<file path="config.mk">
export PLATFORM = sky130hd
export DESIGN_NAME = fp_operand_stage_flat
export DESIGN_NICKNAME = d
export VERILOG_FILES = /design/src/fprf_pkg.sv /design/src/fp_read_if.sv /design/src/fp_operand_stage.sv /design/src/flat_wrapper.sv
export VERILOG_INCLUDE_DIRS = /design/src /design/src/src
export SDC_FILE = /design/constraint.sdc
export NUM_CORES = 1
export LEC_CHECK = 0
export ABC_AREA = 1
export BUFFER_PORTS_ARGS = -buffer_cell sky130_fd_sc_hd__buf_2
export CAP_MARGIN = 10
export CORE_AREA = 2 2 172 174
export CTS_CLUSTER_DIAMETER = 80
export DETAILED_ROUTE_END_ITERATION = 16
export DIE_AREA = 0 0 174 176
export GPL_TIMING_DRIVEN = 0
export SETUP_SLACK_MARGIN = 0.4
export SLEW_MARGIN = 20
export SYNTH_ARGS = -nofsm -noshare
export SYNTH_HDL_FRONTEND = slang
export SYNTH_SLANG_ARGS = --single-unit
export TNS_END_PERCENT = 5
</file>
<file path="constraint.sdc">
create_clock -name clk_i -period 0.8 [get_ports clk_i]
set_input_delay 0.16 -clock clk_i [delete_from_list [all_inputs] [get_ports clk_i]]
set_output_delay 0.16 -clock clk_i [all_outputs]
set_load 0.005 [all_outputs]
</file>
<file path="src/fprf_macros.svh">
// Sizing macros for the FP register-read path: writeback ports, physical registers, data width
`ifndef FPRF_MACROS_SVH
`define FPRF_MACROS_SVH

// ~~~~~~~~~~~~~~~~~~~~~~~~~~~~~~~~~~~~~~~~~~~~~~~~~~~~~~~~~~~~~~~~~~~~~~~~~~~~
// Register file geometry
// ~~~~~~~~~~~~~~~~~~~~~~~~~~~~~~~~~~~~~~~~~~~~~~~~~~~~~~~~~~~~~~~~~~~~~~~~~~~~

// Writeback ports into the FP register file
`define FP_NUM_WB 2

// Physical FP registers after renaming
// Keep this a power of two so the index type covers it exactly
`define FP_NUM_PHYS_REGS 64

// Width of one FP register in bits
// Double precision values, single values are NaN-boxed upstream
`define FP_DATA_W 64

`endif

</file>
<file path="src/fprf_pkg.sv">
// Shared types for the FP register-read path: register index, data bus, FP opcode enum
`include "fprf_macros.svh"

package fprf_pkg;

    // ~~~~~~~~~~~~~~~~~~~~~~~~~~~~~~~~~~~~~~~~~~~~~~~~~~~~~~~~~~~~~~~~~~~~~~~~
    // Data path types
    // ~~~~~~~~~~~~~~~~~~~~~~~~~~~~~~~~~~~~~~~~~~~~~~~~~~~~~~~~~~~~~~~~~~~~~~~~

    // Physical register index, wide enough for every register
    typedef logic [$clog2(`FP_NUM_PHYS_REGS)-1:0] phreg_t;

    // One register value
    typedef logic [`FP_DATA_W-1:0] bus64_t;

    // ~~~~~~~~~~~~~~~~~~~~~~~~~~~~~~~~~~~~~~~~~~~~~~~~~~~~~~~~~~~~~~~~~~~~~~~~
    // FP opcodes carried with an issued instruction
    // ~~~~~~~~~~~~~~~~~~~~~~~~~~~~~~~~~~~~~~~~~~~~~~~~~~~~~~~~~~~~~~~~~~~~~~~~
    typedef enum logic [2:0] {
        FP_ADD  = 3'd0,     // Reset value of the captured op
        FP_SUB  = 3'd1,
        FP_MUL  = 3'd2,
        FP_DIV  = 3'd3,
        FP_MADD = 3'd4,     // Fused a*b+c, uses all three sources
        FP_MSUB = 3'd5,     // Fused a*b-c
        FP_SQRT = 3'd6      // Single source
    } fp_op_t;

endpackage

</file>
<file path="src/fp_read_if.sv">
// Read bundle between operand stage and FP register file: three addresses, three data words
`timescale 1ns/1ps

interface fp_read_if import fprf_pkg::*; ();

    // ~~~~~~~~~~~~~~~~~~~~~~~~~~~~~~~~~~~~~~~~~~~~~~~~~~~~~~~~~~~~~~~~~~~~~~~~
    // Read address side, driven by the operand stage
    // ~~~~~~~~~~~~~~~~~~~~~~~~~~~~~~~~~~~~~~~~~~~~~~~~~~~~~~~~~~~~~~~~~~~~~~~~
    phreg_t addr1;      // Source 1
    phreg_t addr2;      // Source 2
    phreg_t addr3;      // Source 3, only used by fused ops

    // ~~~~~~~~~~~~~~~~~~~~~~~~~~~~~~~~~~~~~~~~~~~~~~~~~~~~~~~~~~~~~~~~~~~~~~~~
    // Read data side, returned combinationally by the register file
    // ~~~~~~~~~~~~~~~~~~~~~~~~~~~~~~~~~~~~~~~~~~~~~~~~~~~~~~~~~~~~~~~~~~~~~~~~
    bus64_t data1;
    bus64_t data2;
    bus64_t data3;

    // Operand stage side
    modport requester (
        output addr1,
        output addr2,
        output addr3,
        input  data1,
        input  data2,
        input  data3
    );

    // Register file side
    modport responder (
        input  addr1,
        input  addr2,
        input  addr3,
        output data1,
        output data2,
        output data3
    );

endinterface

</file>
<file path="src/fp_operand_stage.sv">
// Register-read stage: drives read addresses, captures operands, opcode and destination under stall
`timescale 1ns/1ps

module fp_operand_stage import fprf_pkg::*; (
    input  logic                clk_i,
    input  logic                rst_n_i,
    // Pipeline control
    input  logic                stall_i,        // Holds the output register
    // Issue side
    input  logic                issue_valid_i,
    input  fp_op_t              issue_op_i,
    input  phreg_t              issue_dest_i,
    input  phreg_t              issue_src1_i,
    input  phreg_t              issue_src2_i,
    input  phreg_t              issue_src3_i,
    // Register file read ports
    fp_read_if.requester        rd,
    // Captured instruction towards execution
    output logic                out_valid_o,
    output fp_op_t              out_op_o,
    output phreg_t              out_dest_o,
    output bus64_t              out_opnd1_o,
    output bus64_t              out_opnd2_o,
    output bus64_t              out_opnd3_o
);

    // ~~~~~~~~~~~~~~~~~~~~~~~~~~~~~~~~~~~~~~~~~~~~~~~~~~~~~~~~~~~~~~~~~~~~~~~~
    // Read request
    // ~~~~~~~~~~~~~~~~~~~~~~~~~~~~~~~~~~~~~~~~~~~~~~~~~~~~~~~~~~~~~~~~~~~~~~~~
    // Sources go straight to the register file every cycle.
    // Upstream keeps the issue steady during a stall, so the
    // returned data also tracks writebacks to those sources.
    assign rd.addr1 = issue_src1_i;
    assign rd.addr2 = issue_src2_i;
    assign rd.addr3 = issue_src3_i;

    // Output register contents
    logic   valid_q;
    fp_op_t op_q;
    phreg_t dest_q;
    bus64_t opnd1_q;
    bus64_t opnd2_q;
    bus64_t opnd3_q;

    // ~~~~~~~~~~~~~~~~~~~~~~~~~~~~~~~~~~~~~~~~~~~~~~~~~~~~~~~~~~~~~~~~~~~~~~~~
    // Output register
    // ~~~~~~~~~~~~~~~~~~~~~~~~~~~~~~~~~~~~~~~~~~~~~~~~~~~~~~~~~~~~~~~~~~~~~~~~
    always_ff @(posedge clk_i or negedge rst_n_i) begin
        if (!rst_n_i) begin
            valid_q <= 1'b0;
            op_q    <= FP_ADD;                  // Encoding zero
            dest_q  <= '0;
            opnd1_q <= '0;
            opnd2_q <= '0;
            opnd3_q <= '0;
        end else if (!stall_i) begin
            // Unstalled edge, take whatever is presented
            valid_q <= issue_valid_i;           // Drops when no issue this cycle
            op_q    <= issue_op_i;
            dest_q  <= issue_dest_i;
            opnd1_q <= rd.data1;                // Already bypassed in the register file
            opnd2_q <= rd.data2;
            opnd3_q <= rd.data3;
        end
        // Stalled edge, everything holds
    end

    // ~~~~~~~~~~~~~~~~~~~~~~~~~~~~~~~~~~~~~~~~~~~~~~~~~~~~~~~~~~~~~~~~~~~~~~~~
    // Outputs
    // ~~~~~~~~~~~~~~~~~~~~~~~~~~~~~~~~~~~~~~~~~~~~~~~~~~~~~~~~~~~~~~~~~~~~~~~~
    assign out_valid_o = valid_q;
    assign out_op_o    = op_q;
    assign out_dest_o  = dest_q;
    assign out_opnd1_o = opnd1_q;   // Source 1 value
    assign out_opnd2_o = opnd2_q;   // Source 2 value
    assign out_opnd3_o = opnd3_q;   // Source 3 value

endmodule

</file>
<file path="src/flat_wrapper.sv">
// flat-port wrapper written by rule: the top's interface ports become plain ports
module fp_operand_stage_flat import fprf_pkg::*;
  (clk_i, rst_n_i, stall_i, issue_valid_i, issue_op_i, issue_dest_i, issue_src1_i, issue_src2_i, issue_src3_i, out_valid_o, out_op_o, out_dest_o, out_opnd1_o, out_opnd2_o, out_opnd3_o, rd_addr1, rd_addr2, rd_addr3, rd_data1, rd_data2, rd_data3);
  fp_read_if rd_i ();
  input  logic clk_i;
  input  logic rst_n_i;
  input  logic stall_i;
  input  logic issue_valid_i;
  input  fp_op_t issue_op_i;
  input  phreg_t issue_dest_i;
  input  phreg_t issue_src1_i;
  input  phreg_t issue_src2_i;
  input  phreg_t issue_src3_i;
  output logic out_valid_o;
  output fp_op_t out_op_o;
  output phreg_t out_dest_o;
  output bus64_t out_opnd1_o;
  output bus64_t out_opnd2_o;
  output bus64_t out_opnd3_o;
  output wire logic [$bits(rd_i.addr1)-1:0] rd_addr1;
  output wire logic [$bits(rd_i.addr2)-1:0] rd_addr2;
  output wire logic [$bits(rd_i.addr3)-1:0] rd_addr3;
  input wire logic [$bits(rd_i.data1)-1:0] rd_data1;
  input wire logic [$bits(rd_i.data2)-1:0] rd_data2;
  input wire logic [$bits(rd_i.data3)-1:0] rd_data3;
  assign rd_addr1 = rd_i.addr1;
  assign rd_addr2 = rd_i.addr2;
  assign rd_addr3 = rd_i.addr3;
  assign rd_i.data1 = rd_data1;
  assign rd_i.data2 = rd_data2;
  assign rd_i.data3 = rd_data3;
  fp_operand_stage u_core (.clk_i(clk_i), .rst_n_i(rst_n_i), .stall_i(stall_i), .issue_valid_i(issue_valid_i), .issue_op_i(issue_op_i), .issue_dest_i(issue_dest_i), .issue_src1_i(issue_src1_i), .issue_src2_i(issue_src2_i), .issue_src3_i(issue_src3_i), .rd(rd_i), .out_valid_o(out_valid_o), .out_op_o(out_op_o), .out_dest_o(out_dest_o), .out_opnd1_o(out_opnd1_o), .out_opnd2_o(out_opnd2_o), .out_opnd3_o(out_opnd3_o));
endmodule
</file>
# Word-level counts from Yosys, hierarchy flattened
# Cells that the tools add are included.
# totals
register_bits	202
inputBits	223
word_cells	6

# Longest topological paths before layout
# Gate-level depths: netlist of run 1.
# logic_depth
ltp_word	0
mapped_depth	6

# Worst setup path before layout of run 1
# Ideal clock, no wire load.
# synth_path
kind	in2reg
from	input port stall_i
to	register u_core.opnd2_q[43] (netlist: u_core.out_opnd2_o[43])
setup_ns	0.116
t_arrival_ns	0.698
setup_slack_ns	-0.015
path_stages	5
path_buffers	3
cell_sequence	buf_4 -> buf_4 -> buf_2 -> nand2_1 -> nand2_1
# synth_rtl
item	line	source
from (decl)	flat_wrapper.sv:7	input logic stall_i;
to (signal assigned)	fp_operand_stage.sv:62	opnd2_q <= rd.data2;
to (decl)	fp_operand_stage.sv:42	bus64_t opnd2_q;

# Worst setup path after layout of run 1
# layout_path
from	register u_core.opnd1_q[21] (netlist: u_core.out_opnd1_o[21])
to	output port out_opnd1_o[21]
# layout_rtl
item	line	source
from (decl)	fp_operand_stage.sv:41	bus64_t opnd1_q;
from (signal assigned)	fp_operand_stage.sv:61	opnd1_q <= rd.data1;
to (decl)	flat_wrapper.sv:17	output bus64_t out_opnd1_o;
# No word-level cell between the ends.

==> results of run 1 <==
-- cell usage in the layout (no fill, tap or decap), drive strengths merged --
master	Yosys	final
nand2	606	606
buf	63	500
dfrtp	202	202
clkbuf	0	37
inv	1	2
diode	0	1
clkinv	0	1
bufinv	0	1
-- worst max-delay path by stage --
stage	slack, ns	endpoint	from
2_1_floorplan	0.05	u_core.out_opnd1_o[10]	stall_i
3_3_place_gp	-3.95	u_core.out_opnd3_o[28]	rst_n_i
3_5_place_dp	-0.23	u_core.out_opnd2_o[51]	stall_i
4_1_cts	-0.48	out_opnd1_o[21]	u_core.out_opnd1_o[21]
5_1_grt	-0.48	out_opnd1_o[21]	u_core.out_opnd1_o[21]
6_report	-0.43	out_opnd1_o[21]	u_core.out_opnd1_o[21]
-- state kept, by name (all words and copies together), names as in the netlist --
register	cells
u_core.out_opnd3_o	64
u_core.out_opnd2_o	64
u_core.out_op_o	3
u_core.out_dest_o	6
u_core.out_opnd1_o	64
u_core.out_valid_o	1
-- layer usage --
layer	track usage (%)	up-vias	routed length, um
li1	-	3523	-
met1	19.50	3321	10290
met2	29.58	324	13000
met3	4.630	43	2231
met4	4.622	0	557
met5	0	-	0
-- report_power, final --
| part | internal [mW] | total, mW | leakage [nW] | switching (mW) |
|---|---|---|---|---|
| clock | 6.17 | 10.3 | 0.359 | 4.14 |
| combinational | 1.85 | 3.76 | 4.01 | 1.91 |
| sequential | 11.1 | 11.6 | 2.46 | 0.481 |
-- timing repair --
item	CTS	global route
setup buffers	5	7
setup endpoints to repair	422	422
gates resized for setup	60	10
endpoints found under the hold margin	404	404
pin swaps	153	199
-- stage by stage --
stage | setup TNS, ns | hold WS [ns] | setup WS (ns) | std cells
after detailed placement | -17.54 | -0.003088 | -0.2288 | 1681
after floorplan | 0 | -0.1356 | 0.04990 | 872
final | -75.72 | -0.5346 | -0.4326 | 1734
after CTS | -81.98 | -0.5615 | -0.4812 | 1726
after global routing | -85.04 | -0.5548 | -0.4758 | 1734
after global placement | -808.76 | 0.3533 | -3.953 | 1679
-- worst reg2reg max path: cells and delay by family (launching register included) --
kind / cells / cell delay [ns]
simple gates: 2 / 0.10
flops: 1 / 0.38
buf+inv: 2 / 0.26
-- cells by family (layout without fill, tap and decap cells) --
family,Yosys count,after routing,share of synthesized area (%)
and+or+nand+nor,606,606,29.06
buffers and inverters,64,541,6.377
DFF,202,202,64.57
other,0,1,0
-- synth_stat cells --
master	count	share of area [%]
buf_4	21	2.0
buf_6	20	2.9
dfrtp_1	202	65
nand2_1	606	29
buf_2	22	1.4
inv_4	1	0.080
-- area by class of cell --
| cell class | count | share of cell area [%] |
|---|---|---|
| antenna | 1 | 0.02139 |
| buffer | 63 | 6.053 |
| clock buffer | 37 | 5.882 |
| clock inverter | 3 | 0.3743 |
| inverter | 1 | 0.07486 |
| multi-input combinational | 606 | 19.63 |
| sequential | 202 | 43.20 |
| tap | 384 | 4.107 |
| timing repair buffer | 437 | 20.65 |
==> summary.md, run 1 <==
| Metric | Value |
|---|---|
| Max incr delay on CP | `0.41 ns` |
| Iter 0 DRT Violations | `387` |
| Worst-Margin Slew | `0.5245 ns` |
| Drc violations | `0` |
| Largest net degree at the start of global routing | `96` |
| CTS clk-pin slew, worst paths | `0.05 ns` |
| WP depth | `1` |
| Share of layout cells above drive strength 1 | `40.18%` |
| Failing checks | `negative hold slack, negative setup slack` |
| Worst path cell trace | `buf_2` |
| Critical-path top delay cell | `dfrtp_1` |
| Total power | `25.68 mW` |
| Max-Cap Viols | `0` |
| Status | `complete, but fails checks` |
| First-pass GRT wire length | `40.06 mm` |
| PD cells | `2195 nW/um2` |
| Detail Route Antenna Nets | `0` |
| Mapped Cells | `872` |
| WP buf/inv | `1` |
| Hold_ws | `-0.5346 ns` |
| Syn_nets | `1095` |
| Area Growth Syn to Fin | `49.45%` |
| Finished Cell Area | `11700 um2` |
| Remaining Overflow, GRT | `0` |
| Worst setup path category | `reg2out` |
| Clock Latency Late Sink | `0.50 ns` |
| Clock Skew | `0 ns` |
| RR Endpoint | `u_core.out_opnd2_o[33]` |
| Mapped cell area | `7829 um2` |
| Die Wd | `174 um` |
| Critical Path AT | `1.07 ns` |
| RR Startpoint | `u_core.out_opnd2_o[33]` |
| Crit path max-delay family | `flip-flops` |
| YS warnings | `0` |
| Final worst-path cycle share | `154.1%` |
| Die Area | `30620 um2` |
| Starting Density | `27.42%` |
| Final min period | `1.233 ns` |
| CTS tree | `done` |
| Seq/Total Area, Yosys | `64.57%` |
| Mean area per synthesized cell | `8.978 um2` |
| Util after Layout | `40.98%` |
| Hold Path Class | `in2async` |
| Fillers | `2910` |
| Distinct cells, synth | `6` |
| Worst setup margin | `-0.4326 ns` |
| Leakage | `6.832 nW` |
| Storage element area | `5055 um2` |
| Vias per cell | `4.159` |
| GPL Wtd Cong | `0.8288` |
| Core ar. | `28550 um2` |
| H-tree depth | `1` |
| Required time worst endpoint | `0.64 ns` |
| Detailed Place HPWL | `19.37 mm` |
| Placed cell areas | `10640 um2` |
| CP endpoint kind | `output pin` |
| Slew headroom | `65.04%` |
| Max frequency | `811.3 MHz` |
| R2R cell count | `4` |
| RSZ-0062 raised after global routing | `true` |
| IO Count | `443` |
| Final Max Slew Viols | `0` |
| Clock Tree Buf Depth | `3` |
| # rows | `62` |
| Critical-path maximum fanout | `2` |
| Worst vdd ir | `1185 uV` |
| Port bufs | `423` |
| WL/cell | `15.04 um` |
| Root buf cell | `clkbuf_16` |
| Clk sinks | `202` |
| Post-Route WL | `26.08 mm` |
| Multi-input gate area | `2297 um2` |
| Final Setup Violations | `203` |
| Die Span Y | `176 um` |
| Final hold viol count | `404` |
| Total track usage | `16.55%` |
| 1st-pass router iterations | `6` |
| Initial antenna violation count | `1` |
| DR vias | `7211` |
| Critical Path Source Type | `register` |
| Flops & latches, synth | `202` |
| Setup slack, reg-to-reg | `-0.04 ns` |
| Total CTS buffers | `23` |
| Final net count | `1557` |
| Vias in the first global route | `7285` |
Power figures use the tool's default switching activity.
==> run 2: changes to the inputs <==
--- a/config.mk
+++ b/config.mk
@@ -11,9 +11,11 @@
 export CAP_MARGIN = 10
 export CORE_AREA = 2 2 172 174
 export CTS_CLUSTER_DIAMETER = 80
+export CTS_CLUSTER_SIZE = 12
 export DETAILED_ROUTE_END_ITERATION = 16
 export DIE_AREA = 0 0 174 176
 export GPL_TIMING_DRIVEN = 0
+export MAX_ROUTING_LAYER = met4
 export SETUP_SLACK_MARGIN = 0.4
 export SLEW_MARGIN = 20
 export SYNTH_ARGS = -nofsm -noshare
==> summary.md, run 2 (synthesis results as in run 1) <==
| Metric | Value |
|---|---|
| Critical Path Source Type | `register` |
| WP buf/inv | `1 (unchanged)` |
| Fillers | `2926 (+0.55%)` |
| Largest net degree at the start of global routing | `96 (unchanged)` |
| 1st-pass router iterations | `5 (-1)` |
| Clk sinks | `202 (unchanged)` |
| Final Max Slew Viols | `0 (unchanged)` |
| Initial antenna violation count | `1 (unchanged)` |
| Status | `complete, but fails checks` |
| First-pass GRT wire length | `39.78 mm (-0.71%)` |
| Critical-path maximum fanout | `2 (unchanged)` |
| Root buf cell | `clkbuf_16` |
| RSZ-0062 raised after global routing | `true` |
| Die Area | `30620 um2 (unchanged)` |
| RR Startpoint | `u_core.out_opnd1_o[46]` |
| # rows | `62 (unchanged)` |
| Leakage | `6.745 nW (-1.3%)` |
| RR Endpoint | `u_core.out_opnd1_o[46]` |
| CTS clk-pin slew, worst paths | `0.06 ns (about the same)` |
| Combinational share of power | `15.8% (+1.2 points)` |
| Most common cell after layout, fill and taps aside | `nand2_1` |
| Setup slack, reg-to-reg | `0.05 ns (+0.09 ns)` |
| WP depth | `1 (unchanged)` |
| Max frequency | `822.2 MHz (+1.3%)` |
| Port bufs | `423 (unchanged)` |
| Critical Path AT | `1.06 ns (about the same)` |
| Finished Cell Area | `11510 um2 (-1.6%)` |
| Worst Setup EP | `out_opnd1_o[21]` |
| DR vias | `7149 (-0.86%)` |
| PD cells | `2066 nW/um2 (-5.8%)` |
| Worst Setup SP | `u_core.out_opnd1_o[21]` |
| Clock Skew | `0 ns (unchanged)` |
| Max incr delay on CP | `0.42 ns (about the same)` |
| Total track usage | `16.98% (+0.43 points)` |
| Max-Cap Viols | `0 (unchanged)` |
| R2R cell count | `3 (-1)` |
| WL/cell | `15.07 um (+0.20%)` |
| DP Worst Slack | `-0.2288 ns (unchanged)` |
| Area Growth Syn to Fin | `47.08%` |
| Worst setup path category | `reg2out` |
| Post-Route WL | `25.88 mm (-0.78%)` |
| Switching share of power | `25.68% (+0.26 points)` |
| Hold Path Class | `in2async` |
| Hold_ws | `-0.5123 ns (+0.02231 ns)` |
| Crit path max-delay family | `flip-flops` |
| Internal | `17.68 mW (-7.7%)` |
| Storage element area | `5055 um2 (unchanged)` |
| Die Wd | `174 um (unchanged)` |
| Net Switching | `6.109 mW (-6.4%)` |
| Starting Density | `27.42% (unchanged)` |
| Worst vdd ir | `1116 uV (-5.8%)` |
| Placed cell areas | `10640 um2 (unchanged)` |
| Final hold viol count | `404 (unchanged)` |
| Power share of the clock group | `35.4% (-4.7 points)` |
| Critical-path top delay cell | `dfrtp_1` |
| Total CTS buffers | `20 (-13%)` |
| Detail Route Antenna Nets | `0 (unchanged)` |
| Remaining Overflow, GRT | `0 (unchanged)` |
| Worst path cell trace | `buf_2` |
| Final net count | `1555 (-0.13%)` |
| Detailed Place HPWL | `19.37 mm (unchanged)` |
| Multi-input gate area | `2297 um2 (unchanged)` |
| CTS tree | `done` |
| Final Setup Violations | `202 (-0.49%)` |
| Share of layout cells above drive strength 1 | `40.02% (-0.16 points)` |
| Vias in the first global route | `7274 (-0.15%)` |
| Drc violations | `0 (unchanged)` |
| Worst setup margin | `-0.4163 ns (+0.01637 ns)` |
| Final min period | `1.216 ns (-0.01637 ns)` |
| CP endpoint kind | `output pin` |
| Iter 0 DRT Violations | `319 (-18%)` |
| IO Count | `443 (unchanged)` |
| Slew headroom | `66.91% (+1.9 points)` |
| Most frequent cells in the layout | `nand2_1 (597), buf_2 (403), dfrtp_1 (202)` |
| Core ar. | `28550 um2 (unchanged)` |
| GPL Wtd Cong | `0.8414 (+1.5%)` |
| Total power | `23.79 mW (-7.3%)` |
| Final worst-path cycle share | `152.0% (-2.0 points)` |
| Clock Tree Buf Depth | `3 (unchanged)` |
| H-tree depth | `1 (unchanged)` |
| Die Span Y | `176 um (unchanged)` |
| Failing checks | `negative hold slack, negative setup slack` |
| Required time worst endpoint | `0.64 ns (about the same)` |
| Sequential share of power | `48.8% (+3.6 points)` |
| Worst-Margin Slew | `0.4964 ns (-0.02809 ns)` |
| Vias per cell | `4.164 (+0.12%)` |
| Clock Latency Late Sink | `0.50 ns (about the same)` |
==> run 2: through the flow <==
stage	util [%]	cells	setup TNS, ns	hold slack (ns)
after detailed placement	37.28	1681	-17.54	-0.003088
after global routing	40.34	1717	-81.84	-0.5304
after floorplan	-	872	0	-0.1356
after global placement	37.05	1679	-808.76	0.3533
final	40.34	1717	-72.64	-0.5123
after CTS	39.99	1708	-78.76	-0.5368
==> run 2: power by group through the flow <==
stage                     clock, mW  combinational (mW)  sequential, mW
after floorplan                   0                1.32            11.9
after global placement            0                3.55            11.8
after detailed placement          0                3.63            11.8
after CTS                      8.77                3.77            11.6
after global routing           9.12                4.24            11.7
final                          8.43                3.76            11.6
==> run 2: area by class of cell <==
cell class              count  share of cell area [%]
clock buffers              22                   4.683
multi-input cells         606                   19.95
plain buffers              63                   6.150
flip-flops and latches    202                   43.90
repair buffers            438                   21.05
diodes                      1                 0.02173
well taps                 384                   4.173
inverters                   1                 0.07606
==> run 2: worst min path at each step <==
| stage | slack, ns | depth (start not counted) | from | to |
|---|---|---|---|---|
| final | -0.51 | 1 | rst_n_i | u_core.out_opnd2_o[37] |
| after global routing | -0.53 | 1 | rst_n_i | u_core.out_opnd2_o[42] |
| after CTS | -0.54 | 1 | rst_n_i | u_core.out_opnd2_o[37] |
| after detailed placement | -0.003 | 1 | rst_n_i | u_core.out_opnd1_o[27] |
| after global placement | 0.35 | 3 | rd_data1[25] | u_core.out_opnd1_o[25] |
| after floorplan | -0.14 | 0 | rst_n_i | u_core.out_dest_o[0] |
==> run 2: routing by layer <==
metal | global-route usage (%) | vias to the layer above | share of wire (%)
met3 | 3.682 | 40 | 7.6
li1 | - | 3500 | -
met5 | - | - | 0
met1 | 19.77 | 3288 | 40
met2 | 29.70 | 321 | 50
met4 | 4.727 | 0 | 2.5
==> run 2: what timing repair did <==
| action | in CTS | in global routing |
|---|---|---|
| resized for setup | 59 | 11 |
| pin swaps | 153 | 194 |
| endpoints found under the hold margin | 404 | 404 |
| endpoints found under the setup margin | 422 | 422 |
| cloned | 0 | 0 |
| buffers inserted | 5 | 8 |
